File: config.mk
export PLATFORM = sky130hd
export DESIGN_NAME = bus_ctrl_top
export DESIGN_NICKNAME = d
export VERILOG_FILES = /design/src/logic/bus_ctrl_pkg.sv /design/src/logic/bus_ctrl_top.sv /design/src/logic/readback_mux.sv /design/src/logic/sfp_port_monitor.sv /design/src/logic/ctrl_setting_regs.sv /design/src/logic/axil_settings_slave.sv
export VERILOG_INCLUDE_DIRS = /design/src /design/src/logic
export SDC_FILE = /design/constraint.sdc
export NUM_CORES = 1
export LEC_CHECK = 0
export ABC_CLOCK_PERIOD_IN_PS = 4200
export BUFFER_PORTS_ARGS = -buffer_cell sky130_fd_sc_hd__buf_4
export CAP_MARGIN = 20
export CELL_PAD_IN_SITES_DETAIL_PLACEMENT = 1
export CELL_PAD_IN_SITES_GLOBAL_PLACEMENT = 2
export CORE_AREA = 2 2 147 149
export DETAILED_ROUTE_END_ITERATION = 8
export DIE_AREA = 0 0 149 151
export PLACE_DENSITY = 0.71
export SYNTH_ARGS = -nofsm -noshare
export SYNTH_HDL_FRONTEND = slang
export SYNTH_SLANG_ARGS = --single-unit
File: constraint.sdc
create_clock -name clk -period 4.2 [get_ports clk]
set_clock_uncertainty 0.15 [all_clocks]
set_input_delay 0.84 -clock clk [delete_from_list [all_inputs] [get_ports clk]]
set_output_delay 0.84 -clock clk [all_outputs]
set_load 0.05 [all_outputs]
File: src/logic/bus_ctrl_cfg.svh
// ----------------------------------------------------------
// Build-time constants for the board control block
// Included by the package and by every module that sizes ports
// ----------------------------------------------------------
`ifndef BUS_CTRL_CFG_SVH
`define BUS_CTRL_CFG_SVH

// Port count and bus widths
`define BUS_CTRL_NUM_SFP      2
`define BUS_CTRL_DATA_W       32
`define BUS_CTRL_REG_AW       8
// Byte address, word index sits in bits 9:2
`define BUS_CTRL_AXI_AW       10
`define BUS_CTRL_PHY_W        16

// Compatibility number, major 0x000F, minor 0x0000
`define BUS_CTRL_COMPAT       32'h000F_0000

// Ethernet type per port, 1 = 10G, 0 = 1G
`define BUS_CTRL_ETH_TYPE0    32'd1
`define BUS_CTRL_ETH_TYPE1    32'd0

// Bit 6 set keeps the GPSDO on out of reset
`define BUS_CTRL_CLK_CTRL_RST 8'h40

`endif
File: src/logic/bus_ctrl_pkg.sv
// ----------------------------------------------------------
// Register maps, bus word types and AXI4-Lite FSM states
// ----------------------------------------------------------
`include "bus_ctrl_cfg.svh"

package bus_ctrl_pkg;

   // Register index and data word
   typedef logic [`BUS_CTRL_REG_AW-1:0] reg_index_t;
   typedef logic [`BUS_CTRL_DATA_W-1:0] reg_data_t;

   // Settings indices, port n at SR_SFPP_CTRL0 + n
   typedef enum logic [`BUS_CTRL_REG_AW-1:0] {
      SR_LEDS       = 'd0,
      SR_SW_RST     = 'd1,
      SR_CLOCK_CTRL = 'd2,
      SR_SFPP_CTRL0 = 'd8
   } sr_index_e;

   // Readback indices, port n at RB_SFPP_STATUS0 + n
   typedef enum logic [`BUS_CTRL_REG_AW-1:0] {
      RB_COUNTER      = 'd0,
      RB_CLK_STATUS   = 'd3,
      RB_ETH_TYPE0    = 'd4,
      RB_ETH_TYPE1    = 'd5,
      RB_COMPAT_NUM   = 'd6,
      RB_SFPP_STATUS0 = 'd8
   } rb_index_e;

   typedef enum logic {WR_IDLE, WR_RESP} axil_wr_state_e;
   typedef enum logic [1:0] {RD_IDLE, RD_FETCH, RD_DATA} axil_rd_state_e;

   // Port status word as seen by the host
   typedef struct packed {
      logic [`BUS_CTRL_PHY_W-1:0] phy_status;
      logic [9:0]                 rsvd;
      logic                       mod_abs_chgd;
      logic                       tx_fault_chgd;
      logic                       rx_los_chgd;
      logic                       mod_abs;
      logic                       tx_fault;
      logic                       rx_los;
   } sfp_status_t;

endpackage

File: src/logic/bus_ctrl_top.sv
// ----------------------------------------------------------
// Control and status block of the two-port SFP+ board
// Host access over AXI4-Lite, instances and wiring only
// ----------------------------------------------------------
`timescale 1ns/1ps
`include "bus_ctrl_cfg.svh"

module bus_ctrl_top (
   input  logic                                             clk,
   input  logic                                             i_arst_n,
   // AXI4-Lite write
   input  logic [`BUS_CTRL_AXI_AW-1:0]                      i_awaddr,
   input  logic                                             i_awvalid,
   output logic                                             o_awready,
   input  logic [`BUS_CTRL_DATA_W-1:0]                      i_wdata,
   input  logic                                             i_wvalid,
   output logic                                             o_wready,
   output logic [1:0]                                       o_bresp,
   output logic                                             o_bvalid,
   input  logic                                             i_bready,
   // AXI4-Lite read
   input  logic [`BUS_CTRL_AXI_AW-1:0]                      i_araddr,
   input  logic                                             i_arvalid,
   output logic                                             o_arready,
   output logic [`BUS_CTRL_DATA_W-1:0]                      o_rdata,
   output logic [1:0]                                       o_rresp,
   output logic                                             o_rvalid,
   input  logic                                             i_rready,
   // Board status and SFP+ pins
   input  logic [7:0]                                       i_clock_status,
   input  logic [`BUS_CTRL_NUM_SFP-1:0]                     i_sfp_mod_abs,
   input  logic [`BUS_CTRL_NUM_SFP-1:0]                     i_sfp_tx_fault,
   input  logic [`BUS_CTRL_NUM_SFP-1:0]                     i_sfp_rx_los,
   input  logic [`BUS_CTRL_NUM_SFP-1:0][`BUS_CTRL_PHY_W-1:0] i_phy_status,
   // Settings outputs
   output logic [7:0]                                       o_leds,
   output logic [3:0]                                       o_sw_rst,
   output logic [7:0]                                       o_clock_control,
   output logic [`BUS_CTRL_NUM_SFP-1:0][1:0]                o_sfp_rs_drive_low
);
   import bus_ctrl_pkg::*;

   // Settings bus
   logic       set_stb;
   reg_index_t set_index;
   reg_data_t  set_data;
   // Readback bus
   reg_index_t                           rb_index;
   logic                                 rb_rd_stb;
   reg_data_t                            rb_data;
   sfp_status_t [`BUS_CTRL_NUM_SFP-1:0]  sfp_status;
   logic [`BUS_CTRL_NUM_SFP-1:0]         status_clr;

   axil_settings_slave i_axil_settings_slave (
      .clk(clk), .i_arst_n(i_arst_n),
      .i_awaddr(i_awaddr), .i_awvalid(i_awvalid), .o_awready(o_awready),
      .i_wdata(i_wdata), .i_wvalid(i_wvalid), .o_wready(o_wready),
      .o_bresp(o_bresp), .o_bvalid(o_bvalid), .i_bready(i_bready),
      .i_araddr(i_araddr), .i_arvalid(i_arvalid), .o_arready(o_arready),
      .o_rdata(o_rdata), .o_rresp(o_rresp), .o_rvalid(o_rvalid), .i_rready(i_rready),
      .o_set_stb(set_stb), .o_set_index(set_index), .o_set_data(set_data),
      .o_rb_index(rb_index), .o_rb_rd_stb(rb_rd_stb), .i_rb_data(rb_data)
   );

   ctrl_setting_regs i_ctrl_setting_regs (
      .clk(clk), .i_arst_n(i_arst_n),
      .i_set_stb(set_stb), .i_set_index(set_index), .i_set_data(set_data),
      .o_leds(o_leds), .o_sw_rst(o_sw_rst), .o_clock_control(o_clock_control)
   );

   // One monitor per cage
   for (genvar p = 0; p < `BUS_CTRL_NUM_SFP; p++) begin : g_sfp_port
      sfp_port_monitor #(.PORT_IDX(p)) i_sfp_port_monitor (
         .clk(clk), .i_arst_n(i_arst_n),
         .i_set_stb(set_stb), .i_set_index(set_index), .i_set_data(set_data),
         .i_mod_abs(i_sfp_mod_abs[p]), .i_tx_fault(i_sfp_tx_fault[p]),
         .i_rx_los(i_sfp_rx_los[p]), .i_phy_status(i_phy_status[p]),
         .i_status_clr(status_clr[p]), .o_status(sfp_status[p]),
         .o_rs_drive_low(o_sfp_rs_drive_low[p])
      );
   end

   readback_mux i_readback_mux (
      .clk(clk), .i_arst_n(i_arst_n),
      .i_rb_index(rb_index), .i_rb_rd_stb(rb_rd_stb),
      .i_clock_status(i_clock_status), .i_sfp_status(sfp_status),
      .o_rb_data(rb_data), .o_status_clr(status_clr)
   );

endmodule

File: src/logic/readback_mux.sv
// ----------------------------------------------------------
// Readback word select, free-running counter and the
// per-port clear-on-read pulses
// ----------------------------------------------------------
`timescale 1ns/1ps
`include "bus_ctrl_cfg.svh"

module readback_mux (
   input  logic                                              clk,
   input  logic                                              i_arst_n,
   input  bus_ctrl_pkg::reg_index_t                          i_rb_index,
   input  logic                                              i_rb_rd_stb,
   input  logic [7:0]                                        i_clock_status,
   input  bus_ctrl_pkg::sfp_status_t [`BUS_CTRL_NUM_SFP-1:0] i_sfp_status,
   output bus_ctrl_pkg::reg_data_t                           o_rb_data,
   output logic [`BUS_CTRL_NUM_SFP-1:0]                      o_status_clr
);
   import bus_ctrl_pkg::*;

   reg_data_t                   counter;
   logic [`BUS_CTRL_NUM_SFP-1:0] port_hit;

   // Free-running, wraps
   always_ff @(posedge clk or negedge i_arst_n) begin
      if (!i_arst_n) begin
         counter <= '0;
      end else begin
         counter <= counter + 1'b1;
      end
   end

   // Port status indices decoded once, shared by data and clear
   for (genvar p = 0; p < `BUS_CTRL_NUM_SFP; p++) begin : g_port_hit
      assign port_hit[p] = (i_rb_index == reg_index_t'(RB_SFPP_STATUS0 + p));
   end

   assign o_status_clr = port_hit & {`BUS_CTRL_NUM_SFP{i_rb_rd_stb}};

   always_comb begin
      case (i_rb_index)
         RB_COUNTER:    o_rb_data = counter;
         RB_CLK_STATUS: o_rb_data = reg_data_t'(i_clock_status);
         RB_ETH_TYPE0:  o_rb_data = `BUS_CTRL_ETH_TYPE0;
         RB_ETH_TYPE1:  o_rb_data = `BUS_CTRL_ETH_TYPE1;
         RB_COMPAT_NUM: o_rb_data = `BUS_CTRL_COMPAT;
         // Unmapped reads as 0
         default:       o_rb_data = '0;
      endcase
      // Port words sit outside the fixed map
      for (int p = 0; p < `BUS_CTRL_NUM_SFP; p++) begin
         if (port_hit[p]) begin
            o_rb_data = i_sfp_status[p];
         end
      end
   end

endmodule

File: src/logic/sfp_port_monitor.sv
// ----------------------------------------------------------
// One SFP+ port: pin and PHY synchronisers, change latches
// and the RS0/RS1 rate-select register
// ----------------------------------------------------------
`timescale 1ns/1ps
`include "bus_ctrl_cfg.svh"

module sfp_port_monitor #(
   parameter int PORT_IDX = 0
) (
   input  logic                        clk,
   input  logic                        i_arst_n,
   input  logic                        i_set_stb,
   input  bus_ctrl_pkg::reg_index_t    i_set_index,
   input  bus_ctrl_pkg::reg_data_t     i_set_data,
   // Module pins, asynchronous
   input  logic                        i_mod_abs,
   input  logic                        i_tx_fault,
   input  logic                        i_rx_los,
   input  logic [`BUS_CTRL_PHY_W-1:0]  i_phy_status,
   // Host read of this port's status word
   input  logic                        i_status_clr,
   output bus_ctrl_pkg::sfp_status_t   o_status,
   output logic [1:0]                  o_rs_drive_low
);
   import bus_ctrl_pkg::*;

   // PHY bits plus the three pins
   localparam int SYNC_W = `BUS_CTRL_PHY_W + 3;
   localparam reg_index_t CTRL_IDX = reg_index_t'(SR_SFPP_CTRL0 + PORT_IDX);

   logic [SYNC_W-1:0] sync_meta;
   logic [SYNC_W-1:0] sync_out;
   logic [2:0]        pins_now;
   logic [2:0]        pins_dly;
   logic [2:0]        pins_chgd;

   // Two-flop synchronisers
   // Every bit treated as unrelated to the others
   always_ff @(posedge clk or negedge i_arst_n) begin
      if (!i_arst_n) begin
         sync_meta <= '0;
         sync_out  <= '0;
      end else begin
         sync_meta <= {i_phy_status, i_mod_abs, i_tx_fault, i_rx_los};
         sync_out  <= sync_meta;
      end
   end

   // ModAbs, TxFault, RxLOS
   assign pins_now = sync_out[2:0];

   // Sticky change flags, the host read wins over a new edge
   always_ff @(posedge clk or negedge i_arst_n) begin
      if (!i_arst_n) begin
         pins_dly  <= 3'b000;
         pins_chgd <= 3'b000;
      end else begin
         pins_dly <= pins_now;
         if (i_status_clr) begin
            pins_chgd <= 3'b000;
         end else begin
            pins_chgd <= pins_chgd | (pins_now ^ pins_dly);
         end
      end
   end

   assign o_status = {sync_out[SYNC_W-1:3], 10'b0, pins_chgd, pins_now};

   // RS pins are open drain on the board
   // Bit set means pull that pin low
   always_ff @(posedge clk or negedge i_arst_n) begin
      if (!i_arst_n) begin
         o_rs_drive_low <= 2'b00;
      end else if (i_set_stb && (i_set_index == CTRL_IDX)) begin
         o_rs_drive_low <= i_set_data[1:0];
      end
   end

endmodule

File: src/logic/ctrl_setting_regs.sv
// ----------------------------------------------------------
// LED, soft-reset and clock-control setting registers
// ----------------------------------------------------------
`timescale 1ns/1ps
`include "bus_ctrl_cfg.svh"

module ctrl_setting_regs (
   input  logic                     clk,
   input  logic                     i_arst_n,
   input  logic                     i_set_stb,
   input  bus_ctrl_pkg::reg_index_t i_set_index,
   input  bus_ctrl_pkg::reg_data_t  i_set_data,
   output logic [7:0]               o_leds,
   // Soft reset bits
   // [0] PHY, [1] radio domain, [2] radio PLL, [3] ADC IDELAYCTRL
   output logic [3:0]               o_sw_rst,
   output logic [7:0]               o_clock_control
);
   import bus_ctrl_pkg::*;

   // Each register picks its own index off the bus
   always_ff @(posedge clk or negedge i_arst_n) begin
      if (!i_arst_n) begin
         o_leds          <= 8'h00;
         o_sw_rst        <= 4'h0;
         o_clock_control <= `BUS_CTRL_CLK_CTRL_RST;
      end else if (i_set_stb) begin
         if (i_set_index == SR_LEDS) begin
            o_leds <= i_set_data[7:0];
         end
         if (i_set_index == SR_SW_RST) begin
            o_sw_rst <= i_set_data[3:0];
         end
         // Bit 6 selects the GPSDO
         if (i_set_index == SR_CLOCK_CTRL) begin
            o_clock_control <= i_set_data[7:0];
         end
      end
   end

endmodule

File: src/logic/axil_settings_slave.sv
// ----------------------------------------------------------
// AXI4-Lite slave for the host
// Writes become settings strobes, reads become readback cycles
// ----------------------------------------------------------
`timescale 1ns/1ps
`include "bus_ctrl_cfg.svh"

module axil_settings_slave (
   input  logic                        clk,
   input  logic                        i_arst_n,
   // Write address, data and response
   input  logic [`BUS_CTRL_AXI_AW-1:0] i_awaddr,
   input  logic                        i_awvalid,
   output logic                        o_awready,
   input  logic [`BUS_CTRL_DATA_W-1:0] i_wdata,
   input  logic                        i_wvalid,
   output logic                        o_wready,
   output logic [1:0]                  o_bresp,
   output logic                        o_bvalid,
   input  logic                        i_bready,
   // Read address and data
   input  logic [`BUS_CTRL_AXI_AW-1:0] i_araddr,
   input  logic                        i_arvalid,
   output logic                        o_arready,
   output logic [`BUS_CTRL_DATA_W-1:0] o_rdata,
   output logic [1:0]                  o_rresp,
   output logic                        o_rvalid,
   input  logic                        i_rready,
   // Settings and readback buses
   output logic                        o_set_stb,
   output bus_ctrl_pkg::reg_index_t    o_set_index,
   output bus_ctrl_pkg::reg_data_t     o_set_data,
   output bus_ctrl_pkg::reg_index_t    o_rb_index,
   output logic                        o_rb_rd_stb,
   input  bus_ctrl_pkg::reg_data_t     i_rb_data
);
   import bus_ctrl_pkg::*;

   localparam logic [1:0] RESP_OKAY = 2'b00;

   axil_wr_state_e wr_state;
   axil_rd_state_e rd_state;
   logic           wr_accept;
   logic           rd_accept;

   // ----------------------------------------------------------
   // Write side
   // ----------------------------------------------------------
   // AW and W taken together, never one alone
   assign wr_accept = (wr_state == WR_IDLE) && i_awvalid && i_wvalid;
   assign o_awready = wr_accept;
   assign o_wready  = wr_accept;
   assign o_bvalid  = (wr_state == WR_RESP);
   // Unclaimed indices still answer OKAY
   assign o_bresp   = RESP_OKAY;

   always_ff @(posedge clk or negedge i_arst_n) begin
      if (!i_arst_n) begin
         wr_state  <= WR_IDLE;
         o_set_stb <= 1'b0;
      end else begin
         // Strobe lands with bvalid, one cycle after acceptance
         o_set_stb <= wr_accept;
         if (wr_accept) begin
            wr_state <= WR_RESP;
         end else if (o_bvalid && i_bready) begin
            wr_state <= WR_IDLE;
         end
      end
   end

   // Index and data stay put until the next accepted write
   always_ff @(posedge clk) begin
      if (wr_accept) begin
         o_set_index <= i_awaddr[`BUS_CTRL_AXI_AW-1:2];
         o_set_data  <= i_wdata;
      end
   end

   // ----------------------------------------------------------
   // Read side
   // ----------------------------------------------------------
   assign o_arready   = (rd_state == RD_IDLE);
   assign rd_accept   = o_arready && i_arvalid;
   // Clear pulse shares the edge that samples the word
   assign o_rb_rd_stb = (rd_state == RD_FETCH);
   assign o_rvalid    = (rd_state == RD_DATA);
   assign o_rresp     = RESP_OKAY;

   always_ff @(posedge clk or negedge i_arst_n) begin
      if (!i_arst_n) begin
         rd_state <= RD_IDLE;
      end else begin
         case (rd_state)
            RD_IDLE:  if (rd_accept) rd_state <= RD_FETCH;
            RD_FETCH: rd_state <= RD_DATA;
            RD_DATA:  if (i_rready) rd_state <= RD_IDLE;
            default:  rd_state <= RD_IDLE;
         endcase
      end
   end

   always_ff @(posedge clk) begin
      if (rd_accept) begin
         o_rb_index <= i_araddr[`BUS_CTRL_AXI_AW-1:2];
      end
      // Held through RD_DATA until rready
      if (o_rb_rd_stb) begin
         o_rdata <= i_rb_data;
      end
   end

endmodule

[Word level (Yosys, flattened, before mapping)]
Index checks and enable logic that the tools add are counted.
Storage, ports and cells
  register bits: 204
  input bits: 105
Cells by class
  add/sub/neg operators: 1
  eq/ne operators: 13
  multiplexer cells: 10
  bitwise operators: 6
  reductions and logical operators: 15
Operator list (number)
  one-hot mux 32 bit (4 select lines): 1
  two-way mux 32 bit: 2
  adder 32 x 1 -> 32 bit (second input constant): 1
  equality test 8 x 4 -> 1 bit (second input constant): 4
  equality test 8 x 2 -> 1 bit (second input constant): 2
  equality test 8 x 3 -> 1 bit (second input constant): 2
  logical NOT 8 bit: 2
  equality test 8 x 1 -> 1 bit (second input constant): 1
  AND reduction 2 bit: 4
  logical AND 1 bit: 6
  two-way mux 3 bit: 2
  bitwise OR 3 bit: 2
  one-hot mux 2 bit (3 select lines): 1
  bitwise XOR 3 bit: 2
  two-way mux 2 bit: 2
  bitwise AND 2 bit: 1
  equality test 2 x 1 -> 1 bit (second input constant): 1
  equality test 2 bit (second input constant): 1
  logical NOT 2 bit: 1
  two-way mux 1 bit: 2
  != test 2 x 1 -> 1 bit (second input constant): 1
  != test 2 bit (second input constant): 1
  nonzero test 2 bit: 1
  OR reduction 2 bit: 1
  inverter 1 bit: 1

[Depth between registers and ports, before layout]
  depth in word-level cells: 4
  depth in mapped cells: 6
  gate-level depth less buffers: 5

[By module]
From an unflattened synthesis, not the netlist that was laid out.
Unflattened totals
  cells, all modules: 566
  area, all modules: 8550.7 um^2
By module, submodules not included
  axil_settings_slave: instances 1, cells each 100, area an instance 2601.2 um^2, seq. area each 2502.4 um^2
  readback_mux: instances 1, cells each 277, area an instance 2489.9 um^2, seq. area each 800.8 um^2
  sfp_port_monitor (g_sfp_port[1].i_sfp_port_monitor): instances 1, cells each 71, area an instance 1332.5 um^2, seq. area each 1151.1 um^2
  sfp_port_monitor (g_sfp_port[0].i_sfp_port_monitor): instances 1, cells each 71, area an instance 1330.0 um^2, seq. area each 1151.1 um^2
  ctrl_setting_regs: instances 1, cells each 47, area an instance 797.0 um^2, seq. area each 501.7 um^2

[Worst setup path after synthesis]
Ideal clock, no wire load.
  path type: in2out
  start: input port i_wvalid
  end: output port o_wready
  arrival time: 2.663 ns
  path slack: 0.547 ns
  cell stages on the path: 3
  buffers on the path: 1
  cells stage by stage: nand2_1 > nor2_1 > buf_4
On the way
  word-level cells in the longest chain between the ends: 1
Ends and longest elaborated chain
  from (decl): line bus_ctrl_top.sv:16  | input logic i_wvalid,
  logical AND 1 bit: line axil_settings_slave.sv:50  | assign wr_accept = (wr_state == WR_IDLE) && i_awvalid && i_wvalid;
  to (decl): line bus_ctrl_top.sv:17  | output logic o_wready,
No other way between the ends.

[Final worst setup path]
  start: input port i_wvalid
  end: output port o_awready
On the way
  word-level cells in the longest chain between the ends: 1
Ends and longest elaborated chain
  logical AND 1 bit: line axil_settings_slave.sv:50
  to (decl): line bus_ctrl_top.sv:14  | output logic o_awready,
No other way between the ends.

==> results <==
- The flow ran to the end, and the final reports show no timing, DRC or antenna violations.
- sky130_fd_sc_hd__dfrtp_1 takes more of the synthesized area than any other cell.
- 0 antenna diodes ended up in the layout.
- The clock input transition at the sequential cells of the worst setup and hold paths is roughly 0.060 ns.
- The critical path's largest stage delay is between 0.2 and 0.3 ns.
- The relative slew slack is 34.4%.
- The final critical path time including I/O delays and setup is between 2 and 3 ns.
- The hold violation total from the final report is 0.
- The TritonCTS clock tree is built.
- The internal power is around 3.6 mW.
- The basic-gate share of the synthesized area counting and, or, nand and nor cells is under 10%.
- Clock latency on the worst-skew pair, taken at its later pin, is 0.51 ns.
- Global routing used a little under a quarter of the available met2 tracks.
- The synthesized design contains 56 enable-type register cells.
- The initial antenna violation count was 0.
- Measured along the y axis, the die boundary spans 151 um.
- Yosys attributes the largest share of cell area to sky130_fd_sc_hd__dfrtp_1 51%, sky130_fd_sc_hd__edfxtp_1 23%, sky130_fd_sc_hd__mux2_2 3.9%.
- The antenna violation net count after detailed routing is 0.
- Of the total synthesized cell area, the portion taken by XOR and XNOR cells is 4.36%.
- The first global-routing pass estimated 24700 um of wire.
- The type of the worst min-delay path is reg -> reg.
- The last weighted congestion value of the routability-driven placer is 0.801.
- Counting the buffers created by CTS gives 23.
- The number of iterations in the first detailed-routing pass is 4.
- The final setup violation count is 0.
- Of all flip-flops after synthesis, the portion carrying an async set or reset was 72.5%.
- The quantity of I/O buffers inserted on ports is around 140.
- Per report_power, the sequential group accounts for 46.1% of the total.
- The cell with the most instances after synthesis is sky130_fd_sc_hd__dfrtp_1.
- The placed wire-length estimate after detailed placement is approximately 11000 um.
- The number of rows in the core area is 53.
- In this run the static leakage power is around 4.2 nW.
- The register-to-register path setup slack is 1.65 ns.
- The via count is 4239.
- The net count of the finished layout is 725.
- The count of different cell masters after synthesis is 41.
- For the pin with the worst max-slew slack, the measured transition is 0.975 ns.
- The share of the cycle needed by the critical path after routing is between 60 and 70%.
- The arrival time reported for the critical path endpoint is 1.79 ns.
- The signal on the critical path passes through buf_4 -> nand2_1 -> nor2_1 -> buf_4 -> buf_4.
- Summing all placed instances gives a cell area of 8610 um2.
- The number of remaining DRC errors is 0.
- The core region area is 20800 um2.
- The die is 149 um wide.
- The portion of netlist area occupied by mux cells is 5.69%.
- In this run the clock root is driven by a sky130_fd_sc_hd__clkbuf_16.
- Net switching is 26.9% of the power.
- Summed over all layers, the routed wires come to approximately 15000 um.
- The flop and latch count out of synthesis is 204.
- Buffers inserted to repair hold after CTS numbered 0.
- In the global route stage, met3 resource usage came out at roughly 4.7%.
- The deepest clock path buffer count is 3.
- Power spread over the standard cell area amounts to 529 nW/um2.
- After routing the design area is about 9400 um2.
- The number of buffer and inverter instances along the worst setup path is 3.
- Summed over all layers, the global routing overflow is 0.
- Cells with a size suffix above 1 make up about a third of the layout.
- Ranked by instance count, the synthesized netlist is headed by 147 x sky130_fd_sc_hd__dfrtp_1, 56 x sky130_fd_sc_hd__edfxtp_1, 25 x sky130_fd_sc_hd__mux2_2.
- The maximum clock rate is 0.360 GHz.
- The share of total power in combinational logic is 14.5%.
- Averaged over all synthesized cells, the footprint is 15.6 um2.
- The number of pins with negative max-slew slack in the final report is 0.
- The share of total power dissipated in the clock network is 39.4%.
- Cells fill 44.9% of the core in the end.
- In the final routed layout, each cell accounts on average for 16.9 um.
- At the worst endpoint, the required time is 3.21 ns.
- Compared with the post-synthesis result, the final layout area differs by 29.2%.
- The top-level I/O count is 170.
- VDD sags by at most 0.309 mV.
- Summing the sequential cell areas from Yosys gives 74.4% of the chip area.
- The largest individual stage delay along the critical path comes from the cell sky130_fd_sc_hd__nor2_1.
- The cell family contributing the most delay on the critical path is buffers and inverters.
- The critical path startpoint category is an input port.
- Once the clock tree was built, the resizer swapped 0 gates to a different size.
- Counting stages on the worst path, the most repeated cell is sky130_fd_sc_hd__buf_4.
- The clock sink count is slightly above 200.
- After synthesis the cells add up to 7240 um2.
- Across every metal layer, demand over resource in global routing totals 13.9%.
- The number of cells produced by synthesis is 463.
- The number of maximum-capacitance constraint violations is 0.
- In this run the post-CTS setup repair buffer count came out at 0.
- Summing the areas of all fa, ha and maj instances in the mapped netlist gives 0.173% of the synthesized area.
- The nature of the critical path endpoint is a primary output.
- The complex-gate fraction of the synthesized area is under 10%.
- The combinational family with the most area after synthesis is simple AND/OR/NAND/NOR gates.
- The portion of synthesized cell area occupied by the leading cell type is just over 50%.
- The die covers approximately 22000 um2.
- met2 is the most crowded layer.
- The met1 capacity usage during global routing is 17.1%.
- Once the floorplan was initialized, standard cells occupied 34.8% of the core.
- The worst-path maximum fanout is 15.
- Entering global routing, the biggest net connects 91 pins.
- The number of vias per cell after detailed routing is 4.65.
- The main flop type after synthesis is sky130_fd_sc_hd__dfrtp_1.
- The final sum of negative setup slack is 0 ns.
- The worst setup path is of the in -> out kind.
- The analysis attributes to net switching a power of 1.33 mW.
- On the final layout, the worst hold slack is between 0.15 and 0.2 ns.
- Setup repair after global routing left no endpoint under its margin.
- In this run the number of H-tree levels came out at 1.
- After the first detailed-routing iteration, the DRC count stood at 143.
- The number of global-route vias before repair came to 4678.
- The total number of yosys warnings is 0.
-- path summary, 6_finish.rpt --
kind / cells after the start / end / start
hold / removal: 0 / g_sfp_port[0].i_sfp_port_monitor.sync_out[17] / g_sfp_port[0].i_sfp_port_monitor.sync_meta[17]
setup reg to reg: 5 / i_axil_settings_slave.o_rdata[27] / i_axil_settings_slave.o_rb_index[3]
setup / recovery: 5 / o_awready / i_wvalid
min in group asynchronous: 1 / g_sfp_port[1].i_sfp_port_monitor.sync_meta[2] / i_arst_n
hold reg to reg: 0 / g_sfp_port[0].i_sfp_port_monitor.sync_out[17] / g_sfp_port[0].i_sfp_port_monitor.sync_meta[17]
max in group asynchronous: 2 / g_sfp_port[0].i_sfp_port_monitor.sync_out[7] / i_arst_n
-- cells in the final DEF (no fill, tap or decap), types with 3 or more instances in the layout --
cell type                   count
sky130_fd_sc_hd__and2_1        10
sky130_fd_sc_hd__o22ai_1        8
sky130_fd_sc_hd__clkinv_2       3
sky130_fd_sc_hd__nor3_1         5
sky130_fd_sc_hd__a21oi_1        9
sky130_fd_sc_hd__nand4_1       12
sky130_fd_sc_hd__edfxtp_1      56
sky130_fd_sc_hd__clkbuf_16     24
sky130_fd_sc_hd__nor2_1        23
sky130_fd_sc_hd__o21a_1         6
sky130_fd_sc_hd__and4_1         7
sky130_fd_sc_hd__xor2_1        14
sky130_fd_sc_hd__mux2i_1       13
sky130_fd_sc_hd__conb_1         4
sky130_fd_sc_hd__buf_4        144
sky130_fd_sc_hd__o211a_1        5
sky130_fd_sc_hd__inv_1          7
sky130_fd_sc_hd__xnor2_1       22
sky130_fd_sc_hd__nor4_1         6
sky130_fd_sc_hd__nand3_1       16
sky130_fd_sc_hd__and3_1         6
sky130_fd_sc_hd__nand2_1       11
sky130_fd_sc_hd__dfrtp_1      147
sky130_fd_sc_hd__clkbuf_1       7
sky130_fd_sc_hd__a22o_1         3
sky130_fd_sc_hd__o2bb2ai_1     13
sky130_fd_sc_hd__mux2_2        25
sky130_fd_sc_hd__a22oi_1        6
-- power by group through the flow --
stage / clock, mW / combinational, mW / sequential (mW)
global route: 2.09 / 0.762 / 2.30
CTS: 2.01 / 0.729 / 2.29
detailed placement: 0 / 0.727 / 2.32
floorplan: 0 / 0.219 / 2.54
global placement: 0 / 0.716 / 2.32
finish: 1.95 / 0.717 / 2.28
-- final cells by class --
cell class / count / area, um2
fill: 2119 / 11500
sequential: 204 / 5390
multi-input combinational: 238 / 1760
timing repair buffer: 145 / 1090
clock buffer: 32 / 641
tap: 275 / 344
clock inverter: 10 / 108
inverter: 7 / 26.3
-- layer usage --
metal / up-vias / share of wire, %
met4: 0 / 2.0
met5: - / 0
met1: 2123 / 42
met2: 118 / 49
li1: 1973 / -
met3: 25 / 7.6
-- cells by family (layout without fill, tap and decap cells) --
group | count (synthesis) | in the layout
simple gates | 107 | 107
compound gates | 52 | 52
fa+ha+maj | 1 | 1
mux | 38 | 38
other cells | 1 | 4
xor+xnor | 36 | 36
flops | 204 | 204
buf+inv | 24 | 194
-- stage by stage --
stage                     power [mW]  std cells  setup slack [ns]
after global routing            5.15        911              1.32
after global placement          3.03        869              1.43
after CTS                       5.03        911              1.39
final                           4.95        911              1.42
after detailed placement        3.05        869              1.39
after floorplan                 2.76        466             0.547
-- flip-flops by register name, indices dropped and copies added (netlist names) --
name,flops
i_axil_settings_slave.o_set_data,8
i_axil_settings_slave.rd_state,2
g_sfp_port.i_sfp_port_monitor.sync_meta,38
i_ctrl_setting_regs.o_clock_control,8
i_axil_settings_slave.o_bvalid,1
i_readback_mux.counter,32
i_axil_settings_slave.o_rdata,32
g_sfp_port.i_sfp_port_monitor.pins_chgd,6
i_axil_settings_slave.o_rb_index,8
g_sfp_port.i_sfp_port_monitor.pins_dly,6
i_ctrl_setting_regs.o_leds,8
g_sfp_port.i_sfp_port_monitor.o_rs_drive_low,4
i_axil_settings_slave.o_set_index,8
g_sfp_port.i_sfp_port_monitor.sync_out,38
i_ctrl_setting_regs.o_sw_rst,4
i_axil_settings_slave.o_set_stb,1
No activity file was read; power rests on OpenSTA's default activity.
